File: src/slc3_params.svh
`ifndef SLC3_PARAMS_SVH
`define SLC3_PARAMS_SVH

// ----------------------------------------------------------------------
// Machine dimensions
// ----------------------------------------------------------------------

// Data and address width
`define SLC3_WORD 16

// General purpose registers R0 to R7
`define SLC3_NUM_REGS 8

// ----------------------------------------------------------------------
// Memory interface
// ----------------------------------------------------------------------

// Cycles that oe or we stays high for one SRAM access
`define SLC3_MEM_WAIT 3

// Switches on read, hex display on write
`define SLC3_IO_ADDR 16'hFFFF

`endif

File: src/slc3IsaPkg.sv
package slc3IsaPkg;

	// ------------------------------------------------------------------
	// Opcodes of the supported LC-3 subset
	// ------------------------------------------------------------------
	typedef enum logic [3:0] {
		opBr    = 4'b0000,
		opAdd   = 4'b0001,
		opAnd   = 4'b0101,
		opLdr   = 4'b0110,
		opStr   = 4'b0111,
		opNot   = 4'b1001,
		opJmp   = 4'b1100,
		opPause = 4'b1101
	} opcodeT;

	// ADD, AND, NOT and JMP layout
	typedef struct packed {
		opcodeT     opcode;
		logic [2:0] dr;
		logic [2:0] sr1;
		// High selects the 5-bit immediate
		logic       immFlag;
		// imm5, or SR2 in the low three bits
		logic [4:0] immOrSr2;
	} operateFmtT;

	// LDR and STR layout
	typedef struct packed {
		opcodeT     opcode;
		logic [2:0] dataReg;
		logic [2:0] baseReg;
		logic [5:0] offset6;
	} memFmtT;

	// BR layout
	typedef struct packed {
		opcodeT     opcode;
		logic       n;
		logic       z;
		logic       p;
		logic [8:0] offset9;
	} branchFmtT;

	// One IR word, three decodings
	typedef union packed {
		operateFmtT op;
		memFmtT     mem;
		branchFmtT  br;
	} instrU;

endpackage

File: src/slc3CtrlPkg.sv
package slc3CtrlPkg;

	// Control unit states
	typedef enum logic [4:0] {
		sHalted,
		sFetchAddr,
		sFetchWait,
		sFetchLoad,
		sDecode,
		sExecAlu,
		sExecBr,
		sExecJmp,
		sMemAddr,
		sMemWait,
		sMemLoad,
		sStoreData,
		sStoreWait,
		sPauseLed,
		sPauseWait,
		sPauseRelease
	} isduStateT;

	// Source driving the internal bus
	typedef enum logic [1:0] {
		busPc,
		busMdr,
		busAlu,
		busAddr
	} busSelT;

	// Next PC source
	typedef enum logic [1:0] {
		pcInc,
		pcBus,
		pcAddr
	} pcSelT;

	// ALU function
	typedef enum logic [1:0] {
		aluAdd,
		aluAnd,
		aluNot,
		aluPass
	} aluOpT;

endpackage

File: src/hexDriver.sv
module hexDriver (
	input  logic [3:0] nibble,
	output logic [6:0] segments
);

	// Active low, bit order gfedcba
	always_comb begin
		case (nibble)
			4'h0: segments = 7'b1000000;
			4'h1: segments = 7'b1111001;
			4'h2: segments = 7'b0100100;
			4'h3: segments = 7'b0110000;
			4'h4: segments = 7'b0011001;
			4'h5: segments = 7'b0010010;
			4'h6: segments = 7'b0000010;
			4'h7: segments = 7'b1111000;
			4'h8: segments = 7'b0000000;
			4'h9: segments = 7'b0010000;
			4'hA: segments = 7'b0001000;
			4'hB: segments = 7'b0000011;
			4'hC: segments = 7'b1000110;
			4'hD: segments = 7'b0100001;
			4'hE: segments = 7'b0000110;
			default: segments = 7'b0001110;
		endcase
	end

endmodule

File: src/slc3Datapath.sv
`include "slc3_params.svh"

module slc3Datapath (
	input  logic                   Clk,
	input  logic                   rst,
	input  logic                   ldMar,
	input  logic                   ldMdr,
	input  logic                   ldIr,
	input  logic                   ldBen,
	input  logic                   ldCc,
	input  logic                   ldReg,
	input  logic                   ldPc,
	input  logic                   ldLed,
	input  slc3CtrlPkg::busSelT    busSel,
	input  slc3CtrlPkg::pcSelT     pcSel,
	input  slc3CtrlPkg::aluOpT     aluOp,
	input  logic                   drSelIr11,
	input  logic                   sr1SelIr11,
	input  logic                   addr1SelPc,
	input  logic [1:0]             addr2Sel,
	input  logic                   mioEn,
	input  logic [`SLC3_WORD-1:0]  dataToCpu,
	output slc3IsaPkg::instrU      ir,
	output logic                   ben,
	output logic [`SLC3_WORD-1:0]  mar,
	output logic [`SLC3_WORD-1:0]  mdr,
	output logic [9:0]             led
);
	import slc3CtrlPkg::*;

	logic [`SLC3_WORD-1:0] pc;
	logic [`SLC3_WORD-1:0] regFile [`SLC3_NUM_REGS];
	logic flagN, flagZ, flagP;
	logic [`SLC3_WORD-1:0] bus;
	logic [`SLC3_WORD-1:0] sr1Data, aluB, aluOut;
	logic [`SLC3_WORD-1:0] addr1, addr2, addrSum;
	logic [2:0] drIdx, sr1Idx;

	// ------------------------------------------------------------------
	// Register selects and operands
	// ------------------------------------------------------------------
	// R7 as the alternate destination
	assign drIdx  = drSelIr11 ? ir.op.dr : 3'd7;
	// STR source lives in IR[11:9]
	assign sr1Idx = sr1SelIr11 ? ir.op.dr : ir.op.sr1;
	assign sr1Data = regFile[sr1Idx];

	// IR[5] picks sign-extended imm5 or SR2
	assign aluB = ir.op.immFlag ? `SLC3_WORD'(signed'(ir.op.immOrSr2))
		: regFile[ir.op.immOrSr2[2:0]];

	always_comb begin
		case (aluOp)
			aluAdd:  aluOut = sr1Data + aluB;
			aluAnd:  aluOut = sr1Data & aluB;
			aluNot:  aluOut = ~sr1Data;
			default: aluOut = sr1Data;
		endcase
	end

	// ------------------------------------------------------------------
	// Address adder
	// ------------------------------------------------------------------
	assign addr1 = addr1SelPc ? pc : sr1Data;

	always_comb begin
		case (addr2Sel)
			2'b01:   addr2 = `SLC3_WORD'(signed'(ir.mem.offset6));
			2'b10:   addr2 = `SLC3_WORD'(signed'(ir.br.offset9));
			default: addr2 = '0;
		endcase
	end

	assign addrSum = addr1 + addr2;

	// Single bus mux without tristates
	always_comb begin
		case (busSel)
			busPc:   bus = pc;
			busMdr:  bus = mdr;
			busAlu:  bus = aluOut;
			default: bus = addrSum;
		endcase
	end

	// ------------------------------------------------------------------
	// Control state registers
	// ------------------------------------------------------------------
	always_ff @(posedge Clk) begin
		if (rst) begin
			pc    <= '0;
			flagN <= 1'b0;
			flagZ <= 1'b0;
			flagP <= 1'b0;
			ben   <= 1'b0;
			led   <= '0;
		end else begin
			if (ldPc) begin
				case (pcSel)
					pcBus:   pc <= bus;
					pcAddr:  pc <= addrSum;
					default: pc <= pc + 1'b1;
				endcase
			end
			// Flags follow the value written back
			if (ldCc) begin
				flagN <= bus[`SLC3_WORD-1];
				flagZ <= (bus == '0);
				flagP <= ~bus[`SLC3_WORD-1] && (bus != '0);
			end
			if (ldBen)
				ben <= (ir.br.n & flagN) | (ir.br.z & flagZ) | (ir.br.p & flagP);
			// PAUSE shows IR[9:0]
			if (ldLed)
				led <= ir[9:0];
		end
	end

	// Payload registers and register file
	always_ff @(posedge Clk) begin
		if (ldMar)
			mar <= bus;
		if (ldMdr)
			mdr <= mioEn ? dataToCpu : bus;
		if (ldIr)
			ir <= bus;
		if (ldReg)
			regFile[drIdx] <= bus;
	end

	// Write-back always updates the flags and only takes ALU or MDR data
	assert property (@(posedge Clk) disable iff (rst)
		(ldReg || ldCc) |-> (ldReg && ldCc && (busSel inside {busAlu, busMdr})));

endmodule

File: src/slc3Isdu.sv
`include "slc3_params.svh"

module slc3Isdu (
	input  logic                Clk,
	input  logic                rst,
	input  logic                run,
	input  logic                resume,
	input  slc3IsaPkg::instrU   ir,
	input  logic                ben,
	output logic                ldMar,
	output logic                ldMdr,
	output logic                ldIr,
	output logic                ldBen,
	output logic                ldCc,
	output logic                ldReg,
	output logic                ldPc,
	output logic                ldLed,
	output slc3CtrlPkg::busSelT busSel,
	output slc3CtrlPkg::pcSelT  pcSel,
	output slc3CtrlPkg::aluOpT  aluOp,
	output logic                drSelIr11,
	output logic                sr1SelIr11,
	output logic                addr1SelPc,
	output logic [1:0]          addr2Sel,
	output logic                mioEn,
	output logic                oe,
	output logic                memWe
);
	import slc3IsaPkg::*;
	import slc3CtrlPkg::*;

	isduStateT state, nextState;
	logic [$clog2(`SLC3_MEM_WAIT + 1)-1:0] waitCnt;
	logic lastWait;

	// Final cycle of a fixed memory wait
	assign lastWait = (waitCnt == $bits(waitCnt)'(`SLC3_MEM_WAIT - 1));

	// ------------------------------------------------------------------
	// State and wait counter
	// ------------------------------------------------------------------
	always_ff @(posedge Clk) begin
		if (rst) begin
			state   <= sHalted;
			waitCnt <= '0;
		end else begin
			state <= nextState;
			if ((state inside {sFetchWait, sMemWait, sStoreWait}) && !lastWait)
				waitCnt <= waitCnt + 1'b1;
			else
				waitCnt <= '0;
		end
	end

	// ------------------------------------------------------------------
	// Next state
	// ------------------------------------------------------------------
	always_comb begin
		nextState = state;
		case (state)
			sHalted:    if (run) nextState = sFetchAddr;
			sFetchAddr: nextState = sFetchWait;
			sFetchWait: if (lastWait) nextState = sFetchLoad;
			sFetchLoad: nextState = sDecode;
			sDecode: begin
				case (ir.op.opcode)
					opAdd, opAnd, opNot: nextState = sExecAlu;
					opBr:                nextState = sExecBr;
					opJmp:               nextState = sExecJmp;
					opLdr, opStr:        nextState = sMemAddr;
					opPause:             nextState = sPauseLed;
					// Unsupported opcode acts as a no-op
					default:             nextState = sFetchAddr;
				endcase
			end
			sMemAddr:      nextState = (ir.mem.opcode == opLdr) ? sMemWait : sStoreData;
			sMemWait:      if (lastWait) nextState = sMemLoad;
			sStoreData:    nextState = sStoreWait;
			sStoreWait:    if (lastWait) nextState = sFetchAddr;
			sPauseLed:     nextState = sPauseWait;
			sPauseWait:    if (resume) nextState = sPauseRelease;
			sPauseRelease: if (!resume) nextState = sFetchAddr;
			default:       nextState = sFetchAddr;
		endcase
	end

	// ------------------------------------------------------------------
	// Outputs per state
	// ------------------------------------------------------------------
	always_comb begin
		ldMar = 1'b0;
		ldMdr = 1'b0;
		ldIr  = 1'b0;
		ldBen = 1'b0;
		ldCc  = 1'b0;
		ldReg = 1'b0;
		ldPc  = 1'b0;
		ldLed = 1'b0;
		busSel = busPc;
		pcSel  = pcInc;
		aluOp  = aluPass;
		drSelIr11  = 1'b1;
		sr1SelIr11 = 1'b0;
		addr1SelPc = 1'b0;
		addr2Sel   = 2'b00;
		mioEn = 1'b0;
		oe    = 1'b0;
		memWe = 1'b0;
		case (state)
			// MAR <- PC, PC <- PC + 1
			sFetchAddr: begin
				ldMar = 1'b1;
				ldPc  = 1'b1;
			end
			sFetchWait, sMemWait: begin
				oe = 1'b1;
				// Capture read data at the end of the wait
				ldMdr = lastWait;
				mioEn = lastWait;
			end
			sFetchLoad: begin
				busSel = busMdr;
				ldIr   = 1'b1;
			end
			sDecode: ldBen = 1'b1;
			sExecAlu: begin
				busSel = busAlu;
				ldReg  = 1'b1;
				ldCc   = 1'b1;
				case (ir.op.opcode)
					opAdd:   aluOp = aluAdd;
					opAnd:   aluOp = aluAnd;
					default: aluOp = aluNot;
				endcase
			end
			// PC <- PC + offset9 when taken
			sExecBr: begin
				ldPc       = ben;
				pcSel      = pcAddr;
				addr1SelPc = 1'b1;
				addr2Sel   = 2'b10;
			end
			// PC <- BaseR through the ALU
			sExecJmp: begin
				busSel = busAlu;
				pcSel  = pcBus;
				ldPc   = 1'b1;
			end
			// MAR <- BaseR + offset6
			sMemAddr: begin
				busSel   = busAddr;
				addr2Sel = 2'b01;
				ldMar    = 1'b1;
			end
			sMemLoad: begin
				busSel = busMdr;
				ldReg  = 1'b1;
				ldCc   = 1'b1;
			end
			// MDR <- SR from IR[11:9]
			sStoreData: begin
				busSel     = busAlu;
				sr1SelIr11 = 1'b1;
				ldMdr      = 1'b1;
			end
			sStoreWait: memWe = 1'b1;
			sPauseLed:  ldLed = 1'b1;
			default: ;
		endcase
	end

	// Write strobe held for the full wait and never during a read
	assert property (@(posedge Clk) disable iff (rst)
		$rose(memWe) |-> (memWe && !oe) [*`SLC3_MEM_WAIT] ##1 !memWe);

	// Read data captured only after the full wait
	assert property (@(posedge Clk) disable iff (rst)
		(ldMdr && mioEn) |-> (oe && $past(oe, `SLC3_MEM_WAIT - 1)
			&& !$past(oe, `SLC3_MEM_WAIT)));

endmodule

File: src/slc3Mem2Io.sv
`include "slc3_params.svh"

module slc3Mem2Io (
	input  logic                  Clk,
	input  logic                  rst,
	input  logic [`SLC3_WORD-1:0] addr,
	input  logic                  oe,
	input  logic                  memWe,
	input  logic [9:0]            sw,
	input  logic [`SLC3_WORD-1:0] dataFromCpu,
	input  logic [`SLC3_WORD-1:0] dataFromSram,
	output logic                  we,
	output logic [`SLC3_WORD-1:0] dataToCpu,
	output logic [`SLC3_WORD-1:0] dataToSram,
	output logic [`SLC3_WORD-1:0] hexData
);

	logic ioSel;
	// Write strobe one cycle back, marks the first write cycle
	logic memWeQ;

	assign ioSel = (addr == `SLC3_IO_ADDR);

	// ------------------------------------------------------------------
	// Read steering
	// ------------------------------------------------------------------
	// Switches zero-extended at the IO address
	always_comb begin
		if (!oe)
			dataToCpu = '0;
		else if (ioSel)
			dataToCpu = `SLC3_WORD'(sw);
		else
			dataToCpu = dataFromSram;
	end

	// ------------------------------------------------------------------
	// Write steering
	// ------------------------------------------------------------------
	assign dataToSram = dataFromCpu;
	// No SRAM write at the IO address
	assign we = memWe && !ioSel;

	always_ff @(posedge Clk) begin
		if (rst) begin
			memWeQ  <= 1'b0;
			hexData <= '0;
		end else begin
			memWeQ <= memWe;
			if (memWe && !memWeQ && ioSel)
				hexData <= dataFromCpu;
		end
	end

endmodule

File: src/slc3.sv
`include "slc3_params.svh"

module slc3 (
	input  logic                  Clk,
	input  logic                  rst,
	input  logic                  run,
	input  logic                  resume,
	input  logic [9:0]            sw,
	input  logic [`SLC3_WORD-1:0] dataFromSram,
	output logic [9:0]            led,
	output logic                  oe,
	output logic                  we,
	output logic [`SLC3_WORD-1:0] addr,
	output logic [`SLC3_WORD-1:0] dataToSram,
	output logic [6:0]            hex0,
	output logic [6:0]            hex1,
	output logic [6:0]            hex2,
	output logic [6:0]            hex3
);
	import slc3IsaPkg::*;
	import slc3CtrlPkg::*;

	// ------------------------------------------------------------------
	// Control unit to datapath
	// ------------------------------------------------------------------
	logic ldMar, ldMdr, ldIr, ldBen, ldCc, ldReg, ldPc, ldLed;
	busSelT busSel;
	pcSelT pcSel;
	aluOpT aluOp;
	logic drSelIr11, sr1SelIr11, addr1SelPc;
	logic [1:0] addr2Sel;
	logic mioEn, memWe;
	instrU ir;
	logic ben;

	// Datapath and bridge
	logic [`SLC3_WORD-1:0] mdr, dataToCpu, hexData;

	slc3Datapath datapath (
		.Clk, .rst,
		.ldMar, .ldMdr, .ldIr, .ldBen, .ldCc, .ldReg, .ldPc, .ldLed,
		.busSel, .pcSel, .aluOp,
		.drSelIr11, .sr1SelIr11, .addr1SelPc, .addr2Sel,
		.mioEn, .dataToCpu,
		.ir, .ben, .mar(addr), .mdr, .led
	);

	slc3Isdu isdu (
		.Clk, .rst, .run, .resume, .ir, .ben,
		.ldMar, .ldMdr, .ldIr, .ldBen, .ldCc, .ldReg, .ldPc, .ldLed,
		.busSel, .pcSel, .aluOp,
		.drSelIr11, .sr1SelIr11, .addr1SelPc, .addr2Sel,
		.mioEn, .oe, .memWe
	);

	// MAR addresses both SRAM and the IO word
	slc3Mem2Io mem2Io (
		.Clk, .rst, .addr, .oe, .memWe, .sw,
		.dataFromCpu(mdr), .dataFromSram,
		.we, .dataToCpu, .dataToSram, .hexData
	);

	// One digit per nibble of the display register
	hexDriver hexDrv0 (.nibble(hexData[3:0]),   .segments(hex0));
	hexDriver hexDrv1 (.nibble(hexData[7:4]),   .segments(hex1));
	hexDriver hexDrv2 (.nibble(hexData[11:8]),  .segments(hex2));
	hexDriver hexDrv3 (.nibble(hexData[15:12]), .segments(hex3));

endmodule

File: config.mk
export PLATFORM = sky130hd
export DESIGN_NAME = slc3
export DESIGN_NICKNAME = d
export VERILOG_FILES = /design/src/slc3IsaPkg.sv /design/src/slc3CtrlPkg.sv /design/src/hexDriver.sv /design/src/slc3Datapath.sv /design/src/slc3Isdu.sv /design/src/slc3Mem2Io.sv /design/src/slc3.sv
export VERILOG_INCLUDE_DIRS = /design/src
export SDC_FILE = /design/constraint.sdc
export NUM_CORES = 1
export LEC_CHECK = 0
export BUFFER_PORTS_ARGS = -buffer_cell sky130_fd_sc_hd__buf_2
export CORE_ASPECT_RATIO = 1.1
export CORE_UTILIZATION = 62
export CTS_CLUSTER_DIAMETER = 200
export DETAILED_ROUTE_END_ITERATION = 8
export GPL_TIMING_DRIVEN = 0
export MAX_ROUTING_LAYER = met4
export PLACE_DENSITY = 0.91
export SETUP_SLACK_MARGIN = 0.5
export SLEW_MARGIN = 20
export SYNTH_ARGS = -nofsm -noshare
export SYNTH_HDL_FRONTEND = slang
export SYNTH_HIERARCHICAL = 1
export SYNTH_SLANG_ARGS = --single-unit
export TNS_END_PERCENT = 30
File: constraint.sdc
create_clock -name Clk -period 7.9 [get_ports Clk]
set_input_delay 1.58 -clock Clk [delete_from_list [all_inputs] [get_ports Clk]]
set_output_delay 1.58 -clock Clk [all_outputs]
set_load 0.05 [all_outputs]
==> flow_summary.ini <==
[worst_setup_path]
crit_arrival_ns = 7.64
critPathTopFamily = compound AO/OA/AOI/OAI gates
worst_setup_path_start_kind = flop
critPathSlowestCell = mux2i_1
cpPeakStageDelay_ns = 0.66
endpoint_kind = flop
path_buf_inv = 5
critical_path_class = flop to flop
crit_required_ns = 8.31
crit_path_frequent_cell = o21ai_0
path_max_fanout = 10

[floorplanning]
start_util_pct = 63.0
chipHeight_um = 170
coreArea_mm2 = 0.0253
io_pins = 102
die_w_um = 155
fp.dieArea_mm2 = 0.0263
rows = 61

[placed_design]
gp_congestion = 0.984
numPortBuffers = 101
dpl.hpwl_mm = 35.5

[logic_synthesis]
ys_seq_elements = 232
ys_top_cells_by_area = edfxtp_1 33%, dfxtp_1 7.0%, mux2i_1 6.9%, ha_1 5.1%, mux4_2 4.4%
synth_top_cell_by_area = edfxtp_1
synth_edf_count = 176
synth_cell_types = 101
syn_inst = 1563
ys_seq_area_share_pct = 40.2
syn_area_per_cell_um2 = 10.2
synth_top_area_share_pct = 33.2
ys_dominant_reg_cell = edfxtp_1
synth_area_mm2 = 0.0159
ys_warn_count = 6
syn_nets = 1659
synthArstFlopShare_pct = 0

[grt]
overflow = 0
grt_pass1_wl_mm = 72.8
grt_max_degree = 17
grt_pass1_vias = 13300
grt_usage_pct = 37.3
antenna_found_initial = 1

[final_layout]
antenna_cells = 0
layout_commonest_cell = edfxtp_1
layout-drive-gt1-share_pct = 18.5
fill_cells = 1820
area_growth_pct = 12.1
mostFrequentLayoutCells = 176 x edfxtp_1, 116 x buf_2, 110 x nand2_1
nets = 1798
final_util_pct = 70.7

[timing]
clock_skew_ns = 0.0135
rsz0062_at_grt = true
slew_headroom_pct = 25.3
finalCriticalPeriod_ns = 7.24
slew_violations = 0
fin_crit_sh_pct = 91.6
tightest_slew_ns = 1.12
fin_setup_tns_ns = 0
max_freq_ghz = 0.138
final-setup-viol-count = 0
hold_violations = 0

[run_status]
status = complete, no violations

[min_path]
hp-class = flop to flop

[routing]
drt-total-wl_mm = 47.8
vias = 13900
drtPass1Iterations = 7
drt_iter0_drc = 1633
postRouteAntennaNets = 0
wire_per_inst_um = 23.1
route.detailed.drc = 0
viasPerCell = 6.71

[clock_tree]
clockBufferDepth = 3
clkTransAtPathRegs_ns = 0.06
cts_buffers = 23
ctsHoldBuffers = 0
cts-root-buf = clkbuf_16
clock_latency_ns = 0.53
clock_sinks = 232
cts_tree = yes
h-tree-depth = 1

[power_and_ir_drop]
p_comb_share_pct = 9.6
p_switching_mw = 0.646
switching_share_pct = 24.3
seqPwrFrac_pct = 50.2
p_leak_nw = 6.70
power.density_mw_per_mm2 = 149
internal-power_mw = 2.01
clkPwrFrac_pct = 40.2
vdd_ir_drop_max_v = 0.000207

[flow_run]
drv_cap = 0
==> worst paths after layout <==
kind | depth (start not counted) | endpoint | start | slack (ns)
max | 25 | datapath/pc[14] | isdu/state[0] | 0.66
min | 1 | isdu/waitCnt[0] | isdu/waitCnt[0] | 0.41
min reg2reg | 1 | isdu/waitCnt[0] | isdu/waitCnt[0] | 0.41
max reg2reg | 25 | datapath/pc[14] | isdu/state[0] | 0.66
==> metal layers <==
metal / up-vias / share of wire (%) / track usage, %
met3: 238 / 9.5 / 5.17
met1: 6571 / 36 / 42.0
met2: 895 / 48 / 63.7
li1: 6150 / - / -
met5: - / 0 / -
met4: 0 / 6.3 / 21.7
==> stage by stage <==
stage | cells | total power, mW | cell area [um^2] | setup slack [ns] | hold slack (ns)
4_1_cts | 2065 | 2.66 | 17900 | 0.844 | 0.415
5_1_grt | 2065 | 2.72 | 17900 | 0.427 | 0.432
2_1_floorplan | 1563 | 1.53 | 15900 | 2.39 | 0.391
3_5_place_dp | 2023 | 1.61 | 17100 | 0.881 | 0.407
6_report | 2065 | 2.66 | 17900 | 0.665 | 0.412
3_3_place_gp | 2010 | 1.60 | 16900 | 0.242 | 0.398
==> power by group through the flow <==
stage / clock network, mW / logic [mW] / registers (mW)
after detailed placement: 0 / 0.249 / 1.36
after global routing: 1.12 / 0.269 / 1.33
final: 1.07 / 0.256 / 1.33
after global placement: 0 / 0.240 / 1.36
after CTS: 1.08 / 0.250 / 1.33
after floorplan: 0 / 0.142 / 1.39
==> sequential cells by signal, summed over array words and instances (netlist names), named ones only <==
register          cells
datapath/led         10
datapath/ir          16
datapath/mdr         16
datapath/flagZ        1
datapath/flagN        1
mem2Io/memWeQ         1
mem2Io/hexData       16
datapath/pc          16
datapath/regFile    128
isdu/waitCnt          2
isdu/state            4
datapath/ben          1
datapath/mar         16
datapath/flagP        1
==> cell usage after synthesis (8+ instances only) <==
| cell type | count |
|---|---|
| nand3_1 | 18 |
| dfxtp_1 | 56 |
| buf_1 | 17 |
| a21o_1 | 18 |
| buf_2 | 15 |
| a31oi_1 | 14 |
| mux2i_1 | 109 |
| buf_6 | 8 |
| a22oi_1 | 11 |
| o211ai_1 | 15 |
| nand2b_1 | 48 |
| buf_4 | 25 |
| o21a_1 | 8 |
| nand2_1 | 110 |
| o21ai_0 | 87 |
| inv_1 | 65 |
| ha_1 | 65 |
| edfxtp_1 | 176 |
| a22o_1 | 9 |
| a221oi_1 | 10 |
| a21oi_1 | 89 |
| o22ai_1 | 9 |
| and3_1 | 15 |
| nor2b_1 | 27 |
| mux4_2 | 31 |
| a21boi_0 | 13 |
| nand4_1 | 8 |
| mux2_2 | 32 |
| a211oi_1 | 46 |
| nor4_1 | 11 |
| or3_1 | 8 |
| clkbuf_1 | 52 |
| xnor2_1 | 29 |
| nor2_1 | 114 |
| and2_1 | 20 |
| nor3_1 | 19 |
==> what timing repair did <==
| item | CTS | global route |
|---|---|---|
| buffers inserted | 0 | 0 |
| gates resized for setup | 0 | 1 |
| endpoints found under the setup margin | 0 | 3 |
==> worst register-to-register path: stages (launching register included) <==
cell and delay [ns]:
dfxtp_1 0.40, buf_4 0.20, nand2_1 0.12, nor2_1 0.26, buf_6 0.20, buf_2 0.27, mux2i_1 0.66, clkbuf_1 0.55
a211oi_1 0.13, a21o_1 0.27, mux2_2 0.29, ha_1 0.23, fa_1 0.49, a211o_1 0.30, a21oi_1 0.23, o21ai_0 0.21
o21ai_0 0.25, o21ai_0 0.24, a21o_1 0.24, a21oi_1 0.18, xnor2_1 0.19, o22ai_1 0.17, a21oi_2 0.38, buf_6 0.22
a221oi_1 0.09, a2111oi_0 0.33
==> cells by family (layout without fill, tap and decap cells) <==
group | after synthesis | after routing | synth area share, %
compound gates | 413 | 413 | 17.7
xor+xnor | 36 | 36 | 2.03
fa+ha+maj | 66 | 66 | 5.23
buf+inv | 186 | 342 | 5.58
flops | 232 | 232 | 40.2
mux | 182 | 182 | 14.8
other cells | 1 | 1 | 0.0235
simple gates | 447 | 447 | 14.4
==> cell type report <==
class                           instances  area (um^2)  share of cell area (%)
Buffer                                119          637                    3.57
Clock buffer                           31          636                    3.56
Clock inverter                         11          101                   0.567
Inverter                               67          251                    1.41
Multi-Input combinational cell       1145         8730                    48.9
Sequential cell                       232         6410                    35.9
Tap cell                              346          433                    2.42
Timing Repair Buffer                  114          664                    3.72
Note: power is estimated with default switching activity, not from simulation.
